## config.mk

```make
export PLATFORM = sky130hd
export DESIGN_NAME = tlb_top
export DESIGN_NICKNAME = d
export VERILOG_FILES = /design/src/tlb_pkg.sv /design/src/tlb_ram.sv /design/src/tlb_ref_bits.sv /design/src/tlb_victim_select.sv /design/src/tlb_lookup.sv /design/src/tlb_controller.sv /design/src/tlb_top.sv
export SDC_FILE = /design/constraint.sdc
export NUM_CORES = 2
export LEC_CHECK = 0
export BUFFER_PORTS_ARGS = -buffer_cell sky130_fd_sc_hd__clkbuf_2
export CAP_MARGIN = 20
export CELL_PAD_IN_SITES_DETAIL_PLACEMENT = 1
export CELL_PAD_IN_SITES_GLOBAL_PLACEMENT = 1
export CORE_MARGIN = 4
export CORE_UTILIZATION = 25
export CTS_CLUSTER_SIZE = 16
export DETAILED_ROUTE_END_ITERATION = 16
export MAX_ROUTING_LAYER = met4
export PLACE_DENSITY = 0.54
export SYNTH_ARGS = -nofsm -noshare
export SYNTH_HDL_FRONTEND = slang
export SYNTH_SLANG_ARGS = --single-unit
```

## constraint.sdc

```tcl
create_clock -name aclk -period 6 [get_ports aclk]
set_input_delay 1.2 -clock aclk [delete_from_list [all_inputs] [get_ports aclk]]
set_output_delay 1.2 -clock aclk [all_outputs]
set_load 0.02 [all_outputs]
```

## src/tlb_pkg.sv

```systemverilog
// TLB shared definitions
package tlb_pkg;

  // ----------------------------------------------------------------------
  // Sizes
  // ----------------------------------------------------------------------
  localparam int TLB_ORDER      = 4;
  localparam int N_ASSOC        = 4;
  localparam int WAY_BITS       = 2;
  localparam int PG_BITS        = 12;
  localparam int VADDR_BITS     = 32;
  localparam int PADDR_BITS     = 32;
  localparam int TAG_BITS       = VADDR_BITS - TLB_ORDER - PG_BITS;
  localparam int PHY_BITS       = PADDR_BITS - PG_BITS;
  localparam int PID_BITS       = 6;
  localparam int HPID_BITS      = 8;
  localparam int REF_CLR_PERIOD = 4096;
  localparam int LUP_LATENCY    = 3;
  // Mapping command word
  localparam int CMD_BITS       = 64;

  // ----------------------------------------------------------------------
  // Table entry and command word
  // ----------------------------------------------------------------------
  typedef struct packed {
    logic [TAG_BITS-1:0]  tag;
    logic [PID_BITS-1:0]  pid;
    logic                 valid;
    logic [PHY_BITS-1:0]  ppn;
    logic [HPID_BITS-1:0] hpid;
  } tlb_entry_t;

  // Insert decode, full entry
  typedef struct packed {
    logic                                         op_insert;
    logic [CMD_BITS-2-TLB_ORDER-$bits(tlb_entry_t):0] pad;
    logic [TLB_ORDER-1:0]                         set_idx;
    tlb_entry_t                                   entry;
  } tlb_cmd_ins_t;

  // Remove decode, match key only
  typedef struct packed {
    logic                                            op_insert;
    logic [CMD_BITS-2-TLB_ORDER-TAG_BITS-HPID_BITS:0] pad;
    logic [TLB_ORDER-1:0]                            set_idx;
    logic [TAG_BITS-1:0]                             tag;
    logic [HPID_BITS-1:0]                            hpid;
  } tlb_cmd_rmv_t;

  // Top bit selects the view
  typedef union packed {
    tlb_cmd_ins_t ins;
    tlb_cmd_rmv_t rmv;
  } tlb_cmd_u;

  // ----------------------------------------------------------------------
  // Lookup port and reference pair
  // ----------------------------------------------------------------------
  typedef struct packed {
    logic                  valid;
    logic                  wr;
    logic [PID_BITS-1:0]   pid;
    logic [VADDR_BITS-1:0] vaddr;
  } tlb_lup_req_t;

  typedef struct packed {
    logic                 valid;
    logic                 hit;
    logic [PHY_BITS-1:0]  ppn;
    logic [HPID_BITS-1:0] hpid;
  } tlb_lup_rsp_t;

  // Referenced is the upper bit when compared
  typedef struct packed {
    logic referenced;
    logic modified;
  } tlb_ref_t;

endpackage

```

## src/tlb_ram.sv

```systemverilog
// TLB entry storage

`timescale 1ns/1ps

module tlb_ram (
  input  logic                                      aclk,
  input  logic [tlb_pkg::N_ASSOC-1:0]               a_we,
  input  logic [tlb_pkg::TLB_ORDER-1:0]             a_addr,
  input  tlb_pkg::tlb_entry_t                       a_wdata,
  input  logic [tlb_pkg::TLB_ORDER-1:0]             b_addr,
  output tlb_pkg::tlb_entry_t [tlb_pkg::N_ASSOC-1:0] a_rdata,
  output tlb_pkg::tlb_entry_t [tlb_pkg::N_ASSOC-1:0] b_rdata
);
  import tlb_pkg::*;

  // One array per way, cleared at configuration
  tlb_entry_t           mem [N_ASSOC][2**TLB_ORDER] = '{default: '0};
  logic [TLB_ORDER-1:0] a_addr_q;
  logic [TLB_ORDER-1:0] b_addr_q;

  // Registered address, registered data, two cycles per read
  always_ff @(posedge aclk) begin
    a_addr_q <= a_addr;
    b_addr_q <= b_addr;
    for (int w = 0; w < N_ASSOC; w++) begin
      // Update port write
      if (a_we[w]) begin
        mem[w][a_addr] <= a_wdata;
      end
      a_rdata[w] <= mem[w][a_addr_q];
      b_rdata[w] <= mem[w][b_addr_q];
    end
  end

endmodule

```

## src/tlb_ref_bits.sv

```systemverilog
// TLB reference bit arrays

`timescale 1ns/1ps

module tlb_ref_bits (
  input  logic                                    aclk,
  input  logic                                    aresetn,
  input  logic                                    hit_valid,
  input  logic                                    hit_wr,
  input  logic [tlb_pkg::TLB_ORDER-1:0]           hit_set,
  input  logic [tlb_pkg::WAY_BITS-1:0]            hit_way,
  input  logic [tlb_pkg::N_ASSOC-1:0]             clr_we,
  input  logic [tlb_pkg::TLB_ORDER-1:0]           clr_set,
  input  logic [tlb_pkg::TLB_ORDER-1:0]           rd_set,
  output tlb_pkg::tlb_ref_t [tlb_pkg::N_ASSOC-1:0] rd_ref
);
  import tlb_pkg::*;

  localparam int TMR_BITS = $clog2(REF_CLR_PERIOD);

  logic [N_ASSOC-1:0]   ref_r [2**TLB_ORDER];
  logic [N_ASSOC-1:0]   ref_m [2**TLB_ORDER];
  logic [TLB_ORDER-1:0] rd_set_q;
  logic [TMR_BITS-1:0]  tmr_q;
  logic                 init_act;
  logic                 sweep_act;
  logic [TLB_ORDER-1:0] sweep_set;

  // ----------------------------------------------------------------------
  // Sweep timer
  // ----------------------------------------------------------------------
  // Reset starts a full clear, then the periodic count
  always_ff @(posedge aclk) begin
    if (!aresetn) begin
      tmr_q     <= '0;
      init_act  <= 1'b1;
      sweep_act <= 1'b0;
      sweep_set <= '0;
    end else if (init_act || sweep_act) begin
      // One set per cycle
      sweep_set <= sweep_set + 1'b1;
      if (&sweep_set) begin
        init_act  <= 1'b0;
        sweep_act <= 1'b0;
      end
    end else if (tmr_q == TMR_BITS'(REF_CLR_PERIOD - 1)) begin
      tmr_q     <= '0;
      sweep_act <= 1'b1;
    end else begin
      tmr_q <= tmr_q + 1'b1;
    end
  end

  // ----------------------------------------------------------------------
  // Bit updates
  // ----------------------------------------------------------------------
  always_ff @(posedge aclk) begin
    // Sweep first, a hit on the same set overrides it
    if (init_act || sweep_act) begin
      ref_r[sweep_set] <= '0;
    end
    // Modified bits only cleared by the reset sweep
    if (init_act) begin
      ref_m[sweep_set] <= '0;
    end
    if (hit_valid) begin
      ref_r[hit_set][hit_way] <= 1'b1;
      if (hit_wr) begin
        ref_m[hit_set][hit_way] <= 1'b1;
      end
    end
    // Insert or remove restarts the pair
    for (int w = 0; w < N_ASSOC; w++) begin
      if (clr_we[w]) begin
        ref_r[clr_set][w] <= 1'b0;
        ref_m[clr_set][w] <= 1'b0;
      end
    end
  end

  // Read, same latency as RAM port A
  always_ff @(posedge aclk) begin
    rd_set_q <= rd_set;
    for (int w = 0; w < N_ASSOC; w++) begin
      rd_ref[w].referenced <= ref_r[rd_set_q][w];
      rd_ref[w].modified   <= ref_m[rd_set_q][w];
    end
  end

endmodule

```

## src/tlb_victim_select.sv

```systemverilog
// TLB insert way selection

`timescale 1ns/1ps

module tlb_victim_select (
  input  tlb_pkg::tlb_entry_t [tlb_pkg::N_ASSOC-1:0] ways,
  input  tlb_pkg::tlb_ref_t [tlb_pkg::N_ASSOC-1:0]   refs,
  output logic [tlb_pkg::WAY_BITS-1:0]              victim
);
  import tlb_pkg::*;

  logic                free;
  logic [WAY_BITS-1:0] free_way;
  logic [WAY_BITS-1:0] lru_way;
  tlb_ref_t            min_ref;

  always_comb begin
    free     = 1'b0;
    free_way = '0;
    lru_way  = '0;
    min_ref  = 2'b11;

    // Downward scan, lowest empty way is kept
    for (int w = N_ASSOC - 1; w >= 0; w--) begin
      if (!ways[w].valid) begin
        free     = 1'b1;
        free_way = WAY_BITS'(w);
      end
    end

    // Upward scan, ties go to the higher way
    for (int w = 0; w < N_ASSOC; w++) begin
      if (refs[w] <= min_ref) begin
        lru_way = WAY_BITS'(w);
        min_ref = refs[w];
      end
    end

    victim = free ? free_way : lru_way;
  end

endmodule

```

## src/tlb_lookup.sv

```systemverilog
// TLB lookup pipeline

`timescale 1ns/1ps

module tlb_lookup (
  input  logic                                      aclk,
  input  logic                                      aresetn,
  input  tlb_pkg::tlb_lup_req_t                     lup_req,
  input  tlb_pkg::tlb_entry_t [tlb_pkg::N_ASSOC-1:0] b_rdata,
  output logic [tlb_pkg::TLB_ORDER-1:0]             b_addr,
  output tlb_pkg::tlb_lup_rsp_t                     lup_rsp,
  output logic                                      hit_valid,
  output logic                                      hit_wr,
  output logic [tlb_pkg::TLB_ORDER-1:0]             hit_set,
  output logic [tlb_pkg::WAY_BITS-1:0]              hit_way
);
  import tlb_pkg::*;

  // Request delay up to the RAM data, last cycle is the result register
  localparam int N_STG = LUP_LATENCY - 1;

  tlb_lup_req_t        req_q [N_STG];
  tlb_lup_req_t        req_c;
  logic [TAG_BITS-1:0] tag_c;
  logic [N_ASSOC-1:0]  match;
  logic                hit_any;

  // Set index straight to RAM port B
  assign b_addr = lup_req.vaddr[PG_BITS +: TLB_ORDER];

  always_ff @(posedge aclk) begin
    if (!aresetn) begin
      for (int s = 0; s < N_STG; s++) begin
        req_q[s] <= '0;
      end
    end else begin
      req_q[0] <= lup_req;
      for (int s = 1; s < N_STG; s++) begin
        req_q[s] <= req_q[s-1];
      end
    end
  end

  // ----------------------------------------------------------------------
  // Compare stage
  // ----------------------------------------------------------------------
  assign req_c = req_q[N_STG-1];
  assign tag_c = req_c.vaddr[PG_BITS+TLB_ORDER +: TAG_BITS];

  // Highest matching way wins
  always_comb begin
    hit_any = 1'b0;
    hit_way = '0;
    for (int w = 0; w < N_ASSOC; w++) begin
      match[w] = b_rdata[w].valid && (b_rdata[w].tag == tag_c) &&
                 (b_rdata[w].pid == req_c.pid);
      if (match[w]) begin
        hit_any = 1'b1;
        hit_way = WAY_BITS'(w);
      end
    end
  end

  // Reference update for the hit way
  assign hit_valid = req_c.valid && hit_any;
  assign hit_wr    = req_c.wr;
  assign hit_set   = req_c.vaddr[PG_BITS +: TLB_ORDER];

  // Result register, zero payload on a miss
  always_ff @(posedge aclk) begin
    if (!aresetn) begin
      lup_rsp <= '0;
    end else begin
      lup_rsp.valid <= req_c.valid;
      lup_rsp.hit   <= hit_valid;
      lup_rsp.ppn   <= hit_valid ? b_rdata[hit_way].ppn : '0;
      lup_rsp.hpid  <= hit_valid ? b_rdata[hit_way].hpid : '0;
    end
  end

endmodule

```

## src/tlb_controller.sv

```systemverilog
// TLB command state machine

`timescale 1ns/1ps

module tlb_controller (
  input  logic                                      aclk,
  input  logic                                      aresetn,
  input  tlb_pkg::tlb_cmd_u                         cmd,
  input  logic                                      cmd_valid,
  output logic                                      cmd_ready,
  input  tlb_pkg::tlb_entry_t [tlb_pkg::N_ASSOC-1:0] a_rdata,
  input  logic [tlb_pkg::WAY_BITS-1:0]              victim,
  output logic [tlb_pkg::N_ASSOC-1:0]               a_we,
  output logic [tlb_pkg::TLB_ORDER-1:0]             a_addr,
  output tlb_pkg::tlb_entry_t                       a_wdata,
  output logic [tlb_pkg::N_ASSOC-1:0]               clr_we,
  output logic [tlb_pkg::TLB_ORDER-1:0]             clr_set
);
  import tlb_pkg::*;

  typedef enum logic [1:0] {ST_IDLE, ST_WAIT_1, ST_WAIT_2, ST_COMP} state_t;

  state_t     state_q;
  state_t     state_d;
  tlb_cmd_u   cmd_q;
  logic       is_insert;
  tlb_entry_t ins_entry;

  // ----------------------------------------------------------------------
  // State and command registers
  // ----------------------------------------------------------------------
  always_ff @(posedge aclk) begin
    if (!aresetn) begin
      state_q <= ST_IDLE;
    end else begin
      state_q <= state_d;
    end
  end

  // Held for the whole read-modify-write
  always_ff @(posedge aclk) begin
    if (cmd_valid && cmd_ready) begin
      cmd_q <= cmd;
    end
  end

  // Accept, two read cycles, then write
  always_comb begin
    state_d = state_q;
    case (state_q)
      ST_IDLE: begin
        if (cmd_valid) begin
          state_d = ST_WAIT_1;
        end
      end
      ST_WAIT_1: begin
        state_d = ST_WAIT_2;
      end
      ST_WAIT_2: begin
        state_d = ST_COMP;
      end
      default: begin
        state_d = ST_IDLE;
      end
    endcase
  end

  assign cmd_ready = (state_q == ST_IDLE);

  // ----------------------------------------------------------------------
  // Command decode
  // ----------------------------------------------------------------------
  assign is_insert = cmd_q.ins.op_insert;
  // Set index sits at a different offset in each view
  assign a_addr    = is_insert ? cmd_q.ins.set_idx : cmd_q.rmv.set_idx;
  assign clr_set   = a_addr;

  // Inserted entries always valid
  always_comb begin
    ins_entry       = cmd_q.ins.entry;
    ins_entry.valid = 1'b1;
  end

  // Remove writes an all-zero entry
  assign a_wdata = is_insert ? ins_entry : tlb_entry_t'('0);

  always_comb begin
    a_we = '0;
    if (state_q == ST_COMP) begin
      if (is_insert) begin
        a_we[victim] = 1'b1;
      end else begin
        // Every way with matching tag and host pid
        for (int w = 0; w < N_ASSOC; w++) begin
          if ((a_rdata[w].tag == cmd_q.rmv.tag) &&
              (a_rdata[w].hpid == cmd_q.rmv.hpid)) begin
            a_we[w] = 1'b1;
          end
        end
      end
    end
  end

  // Reference pair cleared for each written way
  assign clr_we = a_we;

endmodule

```

## src/tlb_top.sv

```systemverilog
// TLB top level

`timescale 1ns/1ps

module tlb_top (
  input  logic                  aclk,
  input  logic                  aresetn,
  input  tlb_pkg::tlb_cmd_u     cmd,
  input  logic                  cmd_valid,
  output logic                  cmd_ready,
  input  tlb_pkg::tlb_lup_req_t lup_req,
  output tlb_pkg::tlb_lup_rsp_t lup_rsp
);
  import tlb_pkg::*;

  // Update side
  logic [N_ASSOC-1:0]               a_we;
  logic [TLB_ORDER-1:0]             a_addr;
  tlb_entry_t                       a_wdata;
  tlb_entry_t [N_ASSOC-1:0]         a_rdata;
  logic [WAY_BITS-1:0]              victim;
  tlb_ref_t [N_ASSOC-1:0]           rd_ref;
  logic [N_ASSOC-1:0]               clr_we;
  logic [TLB_ORDER-1:0]             clr_set;
  // Lookup side
  logic [TLB_ORDER-1:0]             b_addr;
  tlb_entry_t [N_ASSOC-1:0]         b_rdata;
  logic                             hit_valid;
  logic                             hit_wr;
  logic [TLB_ORDER-1:0]             hit_set;
  logic [WAY_BITS-1:0]              hit_way;

  tlb_controller u_ctrl (
    .aclk     (aclk),
    .aresetn  (aresetn),
    .cmd      (cmd),
    .cmd_valid(cmd_valid),
    .cmd_ready(cmd_ready),
    .a_rdata  (a_rdata),
    .victim   (victim),
    .a_we     (a_we),
    .a_addr   (a_addr),
    .a_wdata  (a_wdata),
    .clr_we   (clr_we),
    .clr_set  (clr_set)
  );

  tlb_ram u_ram (
    .aclk   (aclk),
    .a_we   (a_we),
    .a_addr (a_addr),
    .a_wdata(a_wdata),
    .b_addr (b_addr),
    .a_rdata(a_rdata),
    .b_rdata(b_rdata)
  );

  // Reference pairs read alongside port A
  tlb_ref_bits u_ref (
    .aclk     (aclk),
    .aresetn  (aresetn),
    .hit_valid(hit_valid),
    .hit_wr   (hit_wr),
    .hit_set  (hit_set),
    .hit_way  (hit_way),
    .clr_we   (clr_we),
    .clr_set  (clr_set),
    .rd_set   (a_addr),
    .rd_ref   (rd_ref)
  );

  tlb_victim_select u_victim (
    .ways  (a_rdata),
    .refs  (rd_ref),
    .victim(victim)
  );

  tlb_lookup u_lookup (
    .aclk     (aclk),
    .aresetn  (aresetn),
    .lup_req  (lup_req),
    .b_rdata  (b_rdata),
    .b_addr   (b_addr),
    .lup_rsp  (lup_rsp),
    .hit_valid(hit_valid),
    .hit_wr   (hit_wr),
    .hit_set  (hit_set),
    .hit_way  (hit_way)
  );

endmodule

```

; Yosys cells after proc, flatten, opt, wreduce, memory -nomap -nowiden
; Memory sizes are Yosys's and may differ from the RTL's. A register that Yosys moved wholly into a read port is not among the register bits.
; Index checks and enable logic that the tools add are counted.
[classes]
n_lt_le_gt_ge = 12
add_sub_neg = 2
mux = 93
eq_ne = 22
n_bitwise = 5
n_reduce_logical = 24
[op_table]
columns = operator, n
row1 = 816-bit 2-to-1 mux, 4
row2 = 51-bit binary-select mux with 4-bit select, 8
row3 = 51-bit 2-to-1 mux, 18
row4 = 51-bit demux with 4-bit select, 1
row5 = 16-bit == test, 8
row6 = 51-bit binary-select mux with 2-bit select, 1
row7 = 40-bit 2-to-1 mux, 2
row8 = 1-bit 2-to-1 mux, 36
row9 = 8-bit == test, 4
row10 = 28-bit 2-to-1 mux, 1
row11 = 2-bit 2-to-1 mux, 13
row12 = 6-bit == test, 4
row13 = 4-bit 2-to-1 mux, 5
row14 = 1-bit logical AND, 17
row15 = "5-bit greater-or-equal comparator, second input constant", 3
row16 = 4-bit NOT with 5-bit output, 3
row17 = "12-bit by 1-bit adder with 12-bit output, second input constant", 1
row18 = "12-bit == test, second input constant", 1
row19 = 12-bit 2-to-1 mux, 1
row20 = 2-bit less-or-equal comparator, 3
row21 = "2-bit by 3-bit less-than comparator with 1-bit output, second input constant", 2
row22 = 2-bit case mux with 3 select lines, 1
row23 = "5-bit by 1-bit less-than comparator with 1-bit output, second input constant", 1
row24 = 5-bit AND reduction, 1
row25 = 14 further kinds, 19
[totals]
input_bits = 107
mem_bits_rw = 3472
output_inout_bits = 31
n_memories = 4
ff_bits = 426
[mem_list]
columns = memory, depth, word_bits, rd, rd_clocked_by_memory_dff, wr, line_no
row1 = u_ram.mem, 4, 816, 4, 0, 4, tlb_ram.sv:17  ; tlb_entry_t mem [N_ASSOC][2**TLB_ORDER] = '{default: '0};
row2 = u_lookup.req_q, 2, 40, 2, 0, 2, tlb_lookup.sv:22  ; tlb_lup_req_t req_q [N_STG];
row3 = u_ref.ref_m, 16, 4, 1, 1, 3, tlb_ref_bits.sv:22  ; logic [N_ASSOC-1:0] ref_m [2**TLB_ORDER];
row4 = u_ref.ref_r, 16, 4, 1, 1, 3, tlb_ref_bits.sv:21  ; logic [N_ASSOC-1:0] ref_r [2**TLB_ORDER];

; Longest topological paths before layout
[logic_depth]
depth_word = 17
ltp_mapped = 20
depth_no_buf = 18

; Cells and area by module
; From an unflattened synthesis, not the netlist that was laid out.
[unflattened]
hier_cells = 9282
area_unflattened_um2 = 170496.0
[modules_own_cells]
columns = module, cells_per_inst, area_each_um2, instances
row1 = tlb_ram, 7767, 155211.4, 1
row2 = tlb_ref_bits, 685, 7004.2, 1
row3 = tlb_lookup, 494, 4516.8, 1
row4 = tlb_controller, 302, 3512.1, 1
row5 = tlb_victim_select, 34, 251.5, 1

; Worst setup path before layout
; Ideal clock, no wire load.
[synth_timing]
kind = register -> register
start = register, netlist name u_ref.rd_ref[1]
end = memory u_ram.mem[0][306] (netlist name), enable pin
path_stages_with_launch = 19
required_ps = 5586
arrival_ps = 4520
path_buffers = 2
period_less_slack_ps = 4934
path_slack_ps = 1066
path_cell_list = dfxtp_1 > inv_1 > ha_1 > nor2b_1 > a2bb2oi_1 > nand2_1 > o21ai_0 > ha_1 > nor2b_1 > o21ai_1 > a21oi_1 > ha_1 > nor2b_1 > o211ai_1 > nor4_1 > o221a_2 > clkbuf_1 > clkbuf_1 > and2_1
[synth_lines]
columns = element, line_no
row1 = end: declaration, tlb_ram.sv:17

==> flow_metrics.tcl <==
set metrics [dict create \
    cts_resized 0 \
    yosys_warnings 0 \
    remaining_drc_errors 0 \
    grt_max_degree 116 \
    finalMaxSlewViolations 0 \
    totalWireLength_um 522000 \
    final_cells 16253 \
    clock_latency_ns 1.02 \
    nets 7677 \
    rr_worst_depth 18 \
    slowest_delay_ns 0.64 \
    syn-instance-count 7163 \
    r2r-start "u_ref.rd_ref[1]" \
    cts_inserted_buffers 423 \
    htree_levels 5 \
    drive_gt1_share_pct 35.23 \
    syn_nets 7285 \
    fin_ws_ns 0.6535 \
    syn_avg_cell_area_sq_um 21.71 \
    path_max_fanout 21 \
    via_count 80527 \
    vdd_drop_max_uv 269.3 \
    period_share_pct 89.11 \
    hold_viol_final 0 \
    final_common_cell "edfxtp_1" \
    hold_path_startpoint "lup_req[12]" \
    grt_pass1_vias 84451 \
    wl_per_cell_um 32.12 \
    end_kind "register" \
    numClockSinks 3873 \
    skew_ns 0.08323 \
    tightest_slew_ns 1.300 \
    post-place-ws_ns 0.8835 \
    holdBufCountCts 0 \
    synth_edf_count 3319 \
    reg2reg_to "u_ram.mem[0][473]" \
    power.leakage_nw 57.11 \
    fmaxAchievable_mhz 187.0 \
    die_h_um 796.8 \
    ant_nets 0 \
    crit_required_ns 6.63 \
    cts_tree "yes" \
    io_pins 138 \
    cp.arrival_ns 5.97 \
    initial_utilization_pct 25.09 \
    first_iter_violations 10471 \
    whs_path_depth 1 \
    crit_chain "inv_1, ha_1, nor2b_1, a2bb2oi_1, nand2_1, o21ai_0, ha_1, nor2b_1, o21ai_1, nor2_1, a21oi_1, ha_1, nand2_1, o211ai_1, nor4_1, o221a_2, and2_4, buf_12" \
    period_minus_slack_ns 5.346 \
    drv_cap 0 \
    die_w_um 796.8 \
    coreArea_sq_mm 0.6198 \
    crit_start "u_ref.rd_ref[1]" \
    antenna_found_initial 62 \
    grt_first_pass_wirelength_um 716600 \
    reg2reg_slack_ns 0.65 \
    hold_ws_ns 0.3016 \
    relSlewSlack_pct 13.34 \
    synth.ff_latch_count 3873 \
    synth_cell_types 50 \
    cp_common_cell "ha_1" \
    io_buffers 116 \
    clkTransAtPathRegs_ns 0.06 \
    synth_ff_type "edfxtp_1" \
    dpl-instance-area_sq_mm 0.1697 \
    cts_root_buffer "clkbuf_16" \
    grt_usage_pct 16.50 \
    gp_congestion 0.8383 \
    hp-class "primary input to register" \
    crit_type "register to register" \
    placed_cells 15416 \
    start_kind "register" \
    min_to "u_ram.b_addr_q[0]" \
    layout_common_cells "3,319 x edfxtp_1, 1,543 x mux4_2, 546 x dfxtp_1" \
    fin_tns_setup_ns 0 \
    rows 289 \
    rsz0062_at_grt "false" \
    viasPerCell 4.955 \
    setup_viol 0 \
    gr-total-overflow 0 \
    syn-cell-area_sq_mm 0.1555 \
    area_growth_pct 18.35 \
    fin_area_sq_mm 0.1841 \
    async_flop_share_pct 0 \
    synth-seq-area-share_pct 71.21 \
    cp_slowest_cell "o221a_2" \
    place_hpwl_um 323900 \
    die-area_sq_mm 0.6348 \
    status "finished clean" \
    clk_path_buf_depth 4 \
    power_density_mw_per_mm2 340.1 \
    post_cts_buffers 0 \
    drt-pass1-iter-count 5 \
]
## cell type report
cell class,count,area [sq um]
clock inverters,221,2389
inverters,16,60.06
multi-input cells,2790,43180
flip-flops and latches,3873,110800
repair buffers,451,5455
diodes,34,85.08
clock buffers,575,11740
well taps,8293,10380
fillers,62385,435700
## per-layer routing
metal | global-route usage, % | vias up | routed length [um]
li1 | - | 31340 | -
met1 | 22.40 | 44990 | 223500
met2 | 25.55 | 3468 | 245000
met3 | 3.191 | 729 | 39700
met4 | 4.105 | 0 | 13830
met5 | - | - | 0
## synthesized netlist by cell type, types with 2 or more instances
master    count  area share [%]
edfxtp_1   3319              64
mux4_2     1543              22
dfxtp_1     554             7.1
clkbuf_1    359            0.87
and2_1      180            0.72
nand3_1     138            0.44
nand2_1     132            0.32
a21oi_1     119            0.38
xnor2_1     105            0.59
xor2_1       93            0.52
buf_1        70            0.17
nand4_1      67            0.27
a22oi_1      65            0.31
buf_2        50            0.16
nor2_1       43            0.10
a221oi_1     32            0.18
or3_1        32            0.13
o21ai_0      31            0.10
o2111a_1     28            0.20
nor4_1       26            0.10
nor2b_1      23           0.093
mux2i_1      22            0.14
and3_1       19           0.076
a211oi_1     18           0.087
inv_1        16           0.039
ha_1         15            0.12
nor3_1       11           0.035
nand2b_1      7           0.028
nor4b_1       6           0.034
a21boi_0      4           0.019
nand4b_1      4           0.023
or2_1         4           0.016
a21boi_1      3           0.014
buf_4         3           0.014
buf_6         2           0.014
nor3b_1       2          0.0097
o21a_1        2          0.0097
o22ai_1       2          0.0080
or4_1         2          0.0097
or4b_1        2           0.013
## worst max-delay path: cells and delay by family (launching register included)
kind	cells	cell delay [ns]
AOI/OAI and AO/OA	6	1.93
and+or+nand+nor	7	1.50
adders and majority gates	3	0.77
DFF	1	0.35
buffers and inverters	2	0.34
## report_power, final
group | leakage, nW | internal (mW) | switching (mW)
clock network | 6.89 | 15.2 | 11.1
logic | 15.3 | 2.19 | 3.23
registers | 34.9 | 30.1 | 0.758
total | 57.1 | 47.5 | 15.1
## sequential cells by signal, summed over array words and instances, names as in the netlist, 4 cells and up
register / flops
u_ref.sweep_set: 4
u_ram.b_addr_q: 4
u_lookup.req_q: 56
u_ref.tmr_q: 12
u_ref.ref_m: 64
u_lookup.lup_rsp: 30
u_ref.rd_ref: 8
u_ref.ref_r: 64
u_ref.rd_set_q: 4
u_ram.a_rdata: 100
u_ram.mem: 3264
u_ram.b_rdata: 204
u_ctrl.cmd_q: 55
## metrics by stage
step           utilization [%]  power [mW]
2_1_floorplan                -       34.20
3_3_place_gp             27.35       36.74
3_5_place_dp             27.39       36.86
4_1_cts                  29.66       63.27
5_1_grt                  29.70       64.65
6_report                 29.70       62.60
## cell families after synthesis
group	Yosys count	synth area share (%)
flip-flops	3873	71.21
multiplexers	1565	22.48
AND/OR/NAND/NOR	702	2.453
buffers and inverters	500	1.264
AO/OA/AOI/OAI	310	1.351
XOR/XNOR	198	1.115
adder cells (fa/ha/maj)	15	0.1207
## worst max-delay path by stage
stage          slack (ns)  cells past startpoint                 to
2_1_floorplan        1.07                     18  u_ram.mem[0][306]
3_3_place_gp         0.65                     18  u_ram.mem[0][485]
3_5_place_dp         0.88                     18  u_ram.mem[0][485]
4_1_cts              0.82                     18  u_ram.mem[0][473]
5_1_grt              0.52                     18  u_ram.mem[0][474]
6_report             0.65                     18  u_ram.mem[0][473]
Power figures use the tool's default switching activity.
